### src/source/issue_pkg.sv
package issue_pkg;

	typedef logic [15:0] lc3b_word;
	typedef logic [2:0] lc3b_reg;

	// LC-3b opcode field values
	typedef enum logic [3:0] {
		op_add = 4'b0001,
		op_and = 4'b0101,
		op_not = 4'b1001,
		op_shf = 4'b1101,
		op_lea = 4'b1110
	} lc3b_opcode;

	localparam int rob_tag_width = 3; // Default ROB depth of 8

	typedef logic [rob_tag_width-1:0] rob_tag_t;

	typedef struct packed {
		lc3b_word word;
		lc3b_word pc;
	} instr_t;

	typedef struct packed {
		logic busy;
		rob_tag_t tag; // Pending writer
		lc3b_word data;
	} reg_status_t;

	typedef struct packed {
		logic valid;
		rob_tag_t tag;
		lc3b_word data;
	} cdb_t;

	typedef struct packed {
		lc3b_reg dest;
		lc3b_word value;
	} commit_t;

	// What a reservation station holds
	typedef struct packed {
		lc3b_opcode opcode;
		logic imm; // Vk came from the instruction
		lc3b_word vj;
		lc3b_word vk;
		rob_tag_t qj;
		rob_tag_t qk;
		logic wait_j;
		logic wait_k;
		rob_tag_t dest;
	} station_entry_t;

endpackage

### src/source/alu_unit.sv
`timescale 1ns/1ps

module alu_unit
	import issue_pkg::*;
#(
	parameter int alu_stations = 3
)
(
	input logic clk,
	input logic reset,
	input logic [alu_stations-1:0] station_ready,
	input station_entry_t [alu_stations-1:0] station_held,
	output logic [alu_stations-1:0] grant,
	output cdb_t cdb
);

	station_entry_t pick;
	logic any_ready;
	lc3b_word result;

	// Fixed priority, lowest index first
	always_comb
	begin
		grant = '0;
		pick = station_held[0];
		any_ready = 1'b0;
		for (int i = 0; i < alu_stations; i++)
		begin
			if (station_ready[i] && !any_ready)
			begin
				grant[i] = 1'b1;
				pick = station_held[i];
				any_ready = 1'b1;
			end
		end
	end

	always_comb
	begin
		case (pick.opcode)
			op_add: result = pick.vj + pick.vk;
			op_and: result = pick.vj & pick.vk;
			op_not: result = ~pick.vj;
			op_shf:
				if (!pick.vk[4])
					result = pick.vj << pick.vk[3:0];
				else if (pick.vk[5])
					result = $signed(pick.vj) >>> pick.vk[3:0]; // Arithmetic right
				else
					result = pick.vj >> pick.vk[3:0];
			default: result = '0;
		endcase
	end

	always_ff @(posedge clk)
	begin
		cdb.tag <= pick.dest;
		cdb.data <= result;
		if (reset)
			cdb.valid <= 1'b0;
		else
			cdb.valid <= any_ready;
	end

endmodule

### src/source/issue_control.sv
`timescale 1ns/1ps

module issue_control
	import issue_pkg::*;
#(
	parameter int alu_stations = 3
)
(
	input logic instr_valid,
	input instr_t instr,
	output logic instr_ready,
	output lc3b_reg sr1,
	output lc3b_reg sr2,
	input reg_status_t sr1_status,
	input reg_status_t sr2_status,
	input cdb_t cdb,
	input logic rob_full,
	input rob_tag_t free_tag,
	output rob_tag_t lookup_j,
	output rob_tag_t lookup_k,
	input logic j_done,
	input logic k_done,
	input lc3b_word j_value,
	input lc3b_word k_value,
	input logic [alu_stations-1:0] station_busy,
	output logic [alu_stations-1:0] station_write,
	output station_entry_t station_entry,
	output logic rob_alloc,
	output lc3b_reg rob_dest,
	output logic rob_alloc_done,
	output lc3b_word rob_value,
	output logic rename,
	output lc3b_reg rename_reg,
	output rob_tag_t rename_tag
);

	typedef struct packed {
		logic waiting;
		rob_tag_t tag;
		lc3b_word value;
	} operand_t;

	lc3b_word word;
	lc3b_opcode opcode;
	lc3b_reg dest;
	lc3b_word sext5;
	lc3b_word adj9;
	logic is_alu;
	logic is_lea;
	logic accept;
	logic [alu_stations-1:0] free_pick;
	operand_t op_j;
	operand_t op_k;

	// Register value, then same-cycle CDB, then a finished ROB entry
	function automatic operand_t capture(reg_status_t status, cdb_t bus, logic rob_done,
		lc3b_word rob_val);
		operand_t op;
		op = '0;
		if (!status.busy)
			op.value = status.data;
		else if (bus.valid && bus.tag == status.tag)
			op.value = bus.data;
		else if (rob_done)
			op.value = rob_val;
		else
		begin
			op.waiting = 1'b1;
			op.tag = status.tag;
		end
		return op;
	endfunction

	assign word = instr.word;
	assign opcode = lc3b_opcode'(word[15:12]);
	assign dest = word[11:9];
	assign sr1 = word[8:6];
	assign sr2 = word[2:0];
	assign sext5 = {{11{word[4]}}, word[4:0]};
	assign adj9 = {{6{word[8]}}, word[8:0], 1'b0}; // Word offset

	assign is_alu = opcode inside {op_add, op_and, op_not, op_shf};
	assign is_lea = opcode == op_lea;

	// Stall depends on state only
	assign instr_ready = !(rob_full || (is_alu && &station_busy));
	assign accept = instr_valid && instr_ready;

	assign lookup_j = sr1_status.tag;
	assign lookup_k = sr2_status.tag;
	assign op_j = capture(sr1_status, cdb, j_done, j_value);
	assign op_k = capture(sr2_status, cdb, k_done, k_value);

	always_comb
	begin
		free_pick = '0;
		for (int i = 0; i < alu_stations; i++)
		begin
			if (!station_busy[i] && free_pick == '0)
				free_pick[i] = 1'b1; // Lowest free station
		end
	end

	assign station_write = (accept && is_alu) ? free_pick : '0;

	always_comb
	begin
		station_entry = '0;
		station_entry.opcode = opcode;
		station_entry.imm = word[5] || opcode == op_shf;
		station_entry.vj = op_j.value;
		station_entry.qj = op_j.tag;
		station_entry.wait_j = op_j.waiting;
		station_entry.dest = free_tag;
		if (opcode == op_shf)
			station_entry.vk = {10'b0, word[5:0]}; // Shift control and amount
		else if (word[5])
			station_entry.vk = sext5;
		else
		begin
			station_entry.vk = op_k.value;
			station_entry.qk = op_k.tag;
			station_entry.wait_k = op_k.waiting;
		end
	end

	assign rob_alloc = accept;
	assign rob_dest = dest;
	assign rob_alloc_done = is_lea; // LEA needs no execution
	assign rob_value = is_lea ? instr.pc + 16'd2 + adj9 : '0;

	assign rename = accept;
	assign rename_reg = dest;
	assign rename_tag = free_tag;

	always_comb
	begin
		if (accept)
			assert (is_alu || is_lea)
				else $error("Unsupported opcode %b at PC %h", word[15:12], instr.pc);
	end

endmodule

### src/source/issue_core.sv
`timescale 1ns/1ps

module issue_core
	import issue_pkg::*;
#(
	parameter int rob_depth = 8,
	parameter int alu_stations = 3
)
(
	input logic clk,
	input logic reset,
	input logic instr_valid,
	input instr_t instr,
	output logic instr_ready,
	output logic commit_valid,
	output commit_t commit,
	input logic commit_ready
);

	lc3b_reg sr1;
	lc3b_reg sr2;
	reg_status_t sr1_status;
	reg_status_t sr2_status;
	logic rename;
	lc3b_reg rename_reg;
	rob_tag_t rename_tag;
	logic commit_fire;
	rob_tag_t commit_tag;
	logic rob_alloc;
	lc3b_reg rob_dest;
	logic rob_alloc_done;
	lc3b_word rob_value;
	rob_tag_t free_tag;
	logic rob_full;
	rob_tag_t lookup_j;
	rob_tag_t lookup_k;
	logic j_done;
	logic k_done;
	lc3b_word j_value;
	lc3b_word k_value;
	cdb_t cdb;
	logic [alu_stations-1:0] station_busy;
	logic [alu_stations-1:0] station_write;
	logic [alu_stations-1:0] station_ready;
	logic [alu_stations-1:0] grant;
	station_entry_t station_entry;
	station_entry_t [alu_stations-1:0] station_held;

	assign commit_fire = commit_valid && commit_ready;

	register_status u_register_status (
		.clk(clk),
		.reset(reset),
		.sr1(sr1),
		.sr2(sr2),
		.sr1_status(sr1_status),
		.sr2_status(sr2_status),
		.rename(rename),
		.rename_reg(rename_reg),
		.rename_tag(rename_tag),
		.commit_fire(commit_fire),
		.commit(commit),
		.commit_tag(commit_tag)
	);

	reorder_buffer #(.rob_depth(rob_depth)) u_reorder_buffer (
		.clk(clk),
		.reset(reset),
		.alloc(rob_alloc),
		.alloc_dest(rob_dest),
		.alloc_done(rob_alloc_done),
		.alloc_value(rob_value),
		.free_tag(free_tag),
		.full(rob_full),
		.cdb(cdb),
		.lookup_j(lookup_j),
		.lookup_k(lookup_k),
		.j_done(j_done),
		.k_done(k_done),
		.j_value(j_value),
		.k_value(k_value),
		.commit_valid(commit_valid),
		.commit(commit),
		.commit_tag(commit_tag),
		.commit_ready(commit_ready)
	);

	issue_control #(.alu_stations(alu_stations)) u_issue_control (
		.instr_valid(instr_valid),
		.instr(instr),
		.instr_ready(instr_ready),
		.sr1(sr1),
		.sr2(sr2),
		.sr1_status(sr1_status),
		.sr2_status(sr2_status),
		.cdb(cdb),
		.rob_full(rob_full),
		.free_tag(free_tag),
		.lookup_j(lookup_j),
		.lookup_k(lookup_k),
		.j_done(j_done),
		.k_done(k_done),
		.j_value(j_value),
		.k_value(k_value),
		.station_busy(station_busy),
		.station_write(station_write),
		.station_entry(station_entry),
		.rob_alloc(rob_alloc),
		.rob_dest(rob_dest),
		.rob_alloc_done(rob_alloc_done),
		.rob_value(rob_value),
		.rename(rename),
		.rename_reg(rename_reg),
		.rename_tag(rename_tag)
	);

	for (genvar i = 0; i < alu_stations; i++)
	begin : g_station
		reservation_station u_station (
			.clk(clk),
			.reset(reset),
			.write(station_write[i]),
			.entry(station_entry),
			.cdb(cdb),
			.grant(grant[i]),
			.busy(station_busy[i]),
			.ready(station_ready[i]),
			.held(station_held[i])
		);
	end

	alu_unit #(.alu_stations(alu_stations)) u_alu_unit (
		.clk(clk),
		.reset(reset),
		.station_ready(station_ready),
		.station_held(station_held),
		.grant(grant),
		.cdb(cdb)
	);

endmodule

### src/source/register_status.sv
`timescale 1ns/1ps

module register_status
	import issue_pkg::*;
(
	input logic clk,
	input logic reset,
	input lc3b_reg sr1,
	input lc3b_reg sr2,
	output reg_status_t sr1_status,
	output reg_status_t sr2_status,
	input logic rename,
	input lc3b_reg rename_reg,
	input rob_tag_t rename_tag,
	input logic commit_fire,
	input commit_t commit,
	input rob_tag_t commit_tag
);

	lc3b_word data [8];
	rob_tag_t tag [8];
	logic [7:0] busy;

	assign sr1_status.busy = busy[sr1];
	assign sr1_status.tag = tag[sr1];
	assign sr1_status.data = data[sr1];
	assign sr2_status.busy = busy[sr2];
	assign sr2_status.tag = tag[sr2];
	assign sr2_status.data = data[sr2];

	always_ff @(posedge clk)
	begin
		if (reset)
		begin
			busy <= '0;
			for (int i = 0; i < 8; i++)
			begin
				data[i] <= '0;
				tag[i] <= '0;
			end
		end
		else
		begin
			if (commit_fire)
			begin
				data[commit.dest] <= commit.value;
				// Only the latest writer releases the register
				if (busy[commit.dest] && tag[commit.dest] == commit_tag)
					busy[commit.dest] <= 1'b0;
			end
			if (rename)
			begin
				busy[rename_reg] <= 1'b1; // Overrides a same-cycle release
				tag[rename_reg] <= rename_tag;
			end
		end
	end

endmodule

### src/source/reorder_buffer.sv
`timescale 1ns/1ps

module reorder_buffer
	import issue_pkg::*;
#(
	parameter int rob_depth = 8
)
(
	input logic clk,
	input logic reset,
	input logic alloc,
	input lc3b_reg alloc_dest,
	input logic alloc_done,
	input lc3b_word alloc_value,
	output rob_tag_t free_tag,
	output logic full,
	input cdb_t cdb,
	input rob_tag_t lookup_j,
	input rob_tag_t lookup_k,
	output logic j_done,
	output logic k_done,
	output lc3b_word j_value,
	output lc3b_word k_value,
	output logic commit_valid,
	output commit_t commit,
	output rob_tag_t commit_tag,
	input logic commit_ready
);

	localparam logic [rob_tag_width:0] depth_count = rob_depth[rob_tag_width:0];

	lc3b_reg dest [rob_depth];
	lc3b_word value [rob_depth];
	logic [rob_depth-1:0] done;
	rob_tag_t head;
	rob_tag_t tail;
	logic [rob_tag_width:0] count;
	logic retire;
	rob_tag_t cdb_offset; // Distance of the CDB tag from the head

	assign free_tag = tail;
	assign full = count == depth_count;
	assign commit_valid = count != '0 && done[head];
	assign commit.dest = dest[head];
	assign commit.value = value[head];
	assign commit_tag = head;
	assign retire = commit_valid && commit_ready;

	// Operand lookups for issue
	assign j_done = done[lookup_j];
	assign j_value = value[lookup_j];
	assign k_done = done[lookup_k];
	assign k_value = value[lookup_k];

	always_ff @(posedge clk)
	begin
		if (reset)
		begin
			head <= '0;
			tail <= '0;
			count <= '0;
			done <= '0;
		end
		else
		begin
			if (alloc)
			begin
				tail <= tail + 1'b1; // Wraps at the power-of-two depth
				done[tail] <= alloc_done;
			end
			if (cdb.valid)
				done[cdb.tag] <= 1'b1;
			if (retire)
				head <= head + 1'b1;
			count <= count + alloc - retire;
		end
	end

	always_ff @(posedge clk)
	begin
		if (alloc)
		begin
			dest[tail] <= alloc_dest;
			value[tail] <= alloc_value;
		end
		if (cdb.valid)
			value[cdb.tag] <= cdb.data;
	end

	assign cdb_offset = cdb.tag - head;

	a_alloc_not_full: assert property (@(posedge clk) disable iff (reset) alloc |-> !full)
		else $error("ROB allocate while full");

	// A broadcast must target an entry still in flight
	a_cdb_tag_live: assert property (@(posedge clk) disable iff (reset)
		cdb.valid |-> ({1'b0, cdb_offset} < count && !done[cdb.tag]))
		else $error("CDB tag %0d names no pending ROB entry", cdb.tag);

	a_depth_matches_tag: assert property (@(posedge clk) rob_depth == (1 << rob_tag_width))
		else $error("rob_depth %0d does not match the tag width", rob_depth);

endmodule

### src/source/reservation_station.sv
`timescale 1ns/1ps

module reservation_station
	import issue_pkg::*;
(
	input logic clk,
	input logic reset,
	input logic write,
	input station_entry_t entry,
	input cdb_t cdb,
	input logic grant,
	output logic busy,
	output logic ready,
	output station_entry_t held
);

	assign ready = busy && !held.wait_j && !held.wait_k;

	always_ff @(posedge clk)
	begin
		if (reset)
			busy <= 1'b0;
		else if (write)
			busy <= 1'b1;
		else if (grant)
			busy <= 1'b0; // Result goes out next cycle
	end

	always_ff @(posedge clk)
	begin
		if (write)
			held <= entry;
		else if (busy && cdb.valid)
		begin
			// Snoop for each missing operand
			if (held.wait_j && cdb.tag == held.qj)
			begin
				held.vj <= cdb.data;
				held.wait_j <= 1'b0;
			end
			if (held.wait_k && cdb.tag == held.qk)
			begin
				held.vk <= cdb.data;
				held.wait_k <= 1'b0;
			end
		end
	end

	a_write_when_free: assert property (@(posedge clk) disable iff (reset) write |-> !busy)
		else $error("Station written while busy");

	// Issue never sends an immediate operand as a tag
	a_imm_not_waiting: assert property (@(posedge clk) disable iff (reset)
		busy |-> !(held.imm && held.wait_k))
		else $error("Immediate station entry waits on Vk");

endmodule

### config.mk
export PLATFORM = sky130hd
export DESIGN_NAME = issue_core
export DESIGN_NICKNAME = d
export VERILOG_FILES = /design/src/source/issue_pkg.sv /design/src/source/alu_unit.sv /design/src/source/issue_control.sv /design/src/source/issue_core.sv /design/src/source/register_status.sv /design/src/source/reorder_buffer.sv /design/src/source/reservation_station.sv
export SDC_FILE = /design/constraint.sdc
export NUM_CORES = 1
export LEC_CHECK = 0
export ABC_AREA = 1
export BUFFER_PORTS_ARGS = -buffer_cell sky130_fd_sc_hd__buf_2
export CORE_MARGIN = 3
export CORE_UTILIZATION = 30
export DETAILED_ROUTE_END_ITERATION = 10
export PLACE_DENSITY_LB_ADDON = 0.08
export SETUP_SLACK_MARGIN = 0.1
export SYNTH_ARGS = -nofsm -noshare
export SYNTH_HDL_FRONTEND = slang
export SYNTH_HIERARCHICAL = 1
export SYNTH_SLANG_ARGS = --single-unit
### constraint.sdc
create_clock -name clk -period 4.85 [get_ports clk]
set_clock_uncertainty 0.2 [all_clocks]
set_input_delay 1.2125 -clock clk [delete_from_list [all_inputs] [get_ports clk]]
set_output_delay 1.2125 -clock clk [all_outputs]
set_load 0.05 [all_outputs]
==> results.yml <==
sta:
  setup_ws_ns: 0.370
  clock.fmax_mhz: 223
  slew_headroom: 0.259
  fin_crit_sh: 0.924
  slew_violations: 0
  tns_ns: 0
  worst_pin_slew_ns: 1.11
  period_needed_ns: 4.48
  rsz0062_at_grt: "false"
  whs_ns: 0.317
  hold_violations: 0
  setup_viol: 0
placement:
  place.gp.congestion: 0.893
  numPortBuffers: 56
  hpwl_mm: 93.0
  dp_slack_ns: 0.238
clock_network:
  clock_latency_ns: 0.64
  cts.sinks: 497
  cts_tree: "yes"
  postCtsSetupRepairBufs: 0
  cts.reportedPaths.clkPinSlew_ns: 0.06
  numCtsBuffers: 66
  h-tree-depth: 3
  cts_root_buffer: "clkbuf_16"
  ctsResizeCount: 0
  holdBufCountCts: 0
  cts_buffer_depth: 3
global_route:
  track_usage: 0.228
  antenna_found_initial: 7
  grt-ovfl-total: 0
  grt_max_degree: 87
  grt_pass1_wl_mm: 189
  grt_pass1_vias: 27600
floorplan:
  dieArea_um2: 112000
  rows: 119
  start_util: 0.304
  coreArea_um2: 106000
  die_y_um: 334
  io_pins: 57
  die_w_um: 334
detailed_routing:
  first_pass_iters: 6
  wl_per_cell_um: 22.8
  vias: 29400
  drc: 0
  viasPerCell: 5.15
  ant_nets: 0
  first_iter_violations: 2576
  wl_mm: 130
worst_setup_path:
  path_class: "flip-flop to output pin"
  start_kind: "flip-flop"
  critPathMaxFanout: 20
  cp-end-kind: "output pin"
  cp.required_ns: 3.44
  r2r_slack_ns: 0.59
  arrival_ns: 3.07
power_and_ir_drop:
  vdd_ir_drop_max_mv: 0.265
  power_density_nw_per_um2: 349
  p_leak_uw: 0.0149
synth:
  avgSynthCellArea_um2: 7.54
  yosys_warnings: 6
  synth_nets: 4367
  syn_area_um2: 32300
  synth_cells: 4277
final_layout:
  area_delta_synth_final_pct: 12.6
  drive_gt1_frac: 0.101
  final_util: 0.343
  nNetsFinal: 4351
hold_path:
  hold_class: "flip-flop to flip-flop"
job:
  cap_violations: 0
status:
  status: "completed"
## cell usage in the layout (no fill, tap or decap), drive strengths merged, types with 7 or more instances in the layout
cell type  count
xnor2          8
edfxtp       445
nor3           7
o22ai         18
or2           18
xor2           7
dfxtp         52
nand2       1176
nor2         476
o21ai        558
nand3        286
ha            51
clkbuf        87
clkinv        32
inv          402
nand4         10
o211ai        88
buf          203
a21oi        253
a31oi         96
## through the flow
| stage | power, uW | instances | area, um2 |
|---|---|---|---|
| floorplan | 6730 | 4277 | 32300 |
| global placement | 7820 | 5583 | 34100 |
| detailed placement | 7800 | 5583 | 34100 |
| CTS | 12800 | 5701 | 36300 |
| global route | 13200 | 5702 | 36300 |
| finish | 12700 | 5705 | 36300 |
## final timing paths
kind / from / to / depth (start not counted)
hold / removal: g_station[2].u_station/held[2]$_DFFE_PP_ / u_alu_unit/cdb[18]$_DFF_P_ / 2
setup reg to reg: g_station[1].u_station/busy$_SDFFE_PP0P_ / u_alu_unit/cdb[11]$_DFF_P_ / 18
setup / recovery: flip-flop / commit[6] / 6
hold reg to reg: g_station[2].u_station/held[2]$_DFFE_PP_ / u_alu_unit/cdb[18]$_DFF_P_ / 2
## area by class of cell
| class | instances | area, um2 |
|---|---|---|
| antenna | 3 | 7.51 |
| clock buffer | 87 | 1880 |
| clock inverter | 31 | 269 |
| fill | 11300 | 69700 |
| inverter | 408 | 1560 |
| multi-input combinational | 3085 | 14900 |
| sequential | 497 | 14400 |
| tap | 1391 | 1740 |
| timing repair buffer | 203 | 1530 |
## power by group
part | total, uW | switching, uW | leakage (uW) | internal [uW]
sequential | 5030 | 168 | 0.00474 | 4860
combinational | 2690 | 1970 | 0.00906 | 725
clock | 4950 | 1970 | 0.00106 | 2980
total | 12700 | 4110 | 0.0149 | 8570
## critical path, stage by stage (launching register included)
cell and delay (ns):
dfxtp_4 0.42, clkinv_2 0.31, nor2_1 0.07, o21ai_0 0.31, nor2_1 0.07, a31oi_1 0.81, buf_2 0.42
## registers in the layout (all words and copies together), names as in the netlist, named ones only
name                         flops
g_station.u_station/held       141
u_register_status/data         128
u_reorder_buffer/value         128
u_register_status/tag           24
u_reorder_buffer/dest           24
u_alu_unit/cdb                  20
u_register_status/busy           8
u_reorder_buffer/done            8
u_reorder_buffer/count           4
g_station.u_station/busy         3
u_reorder_buffer/commit_tag      3
u_reorder_buffer/free_tag        3
## layer usage
layer,vias to the layer above,GRT usage,wire (um)
li1,14300,-,-
met1,14000,0.312,59300
met2,878,0.371,59900
met3,154,0.0300,6910
met4,0,0.0744,3900
met5,-,0,0
Power figures use the tool's default switching activity.
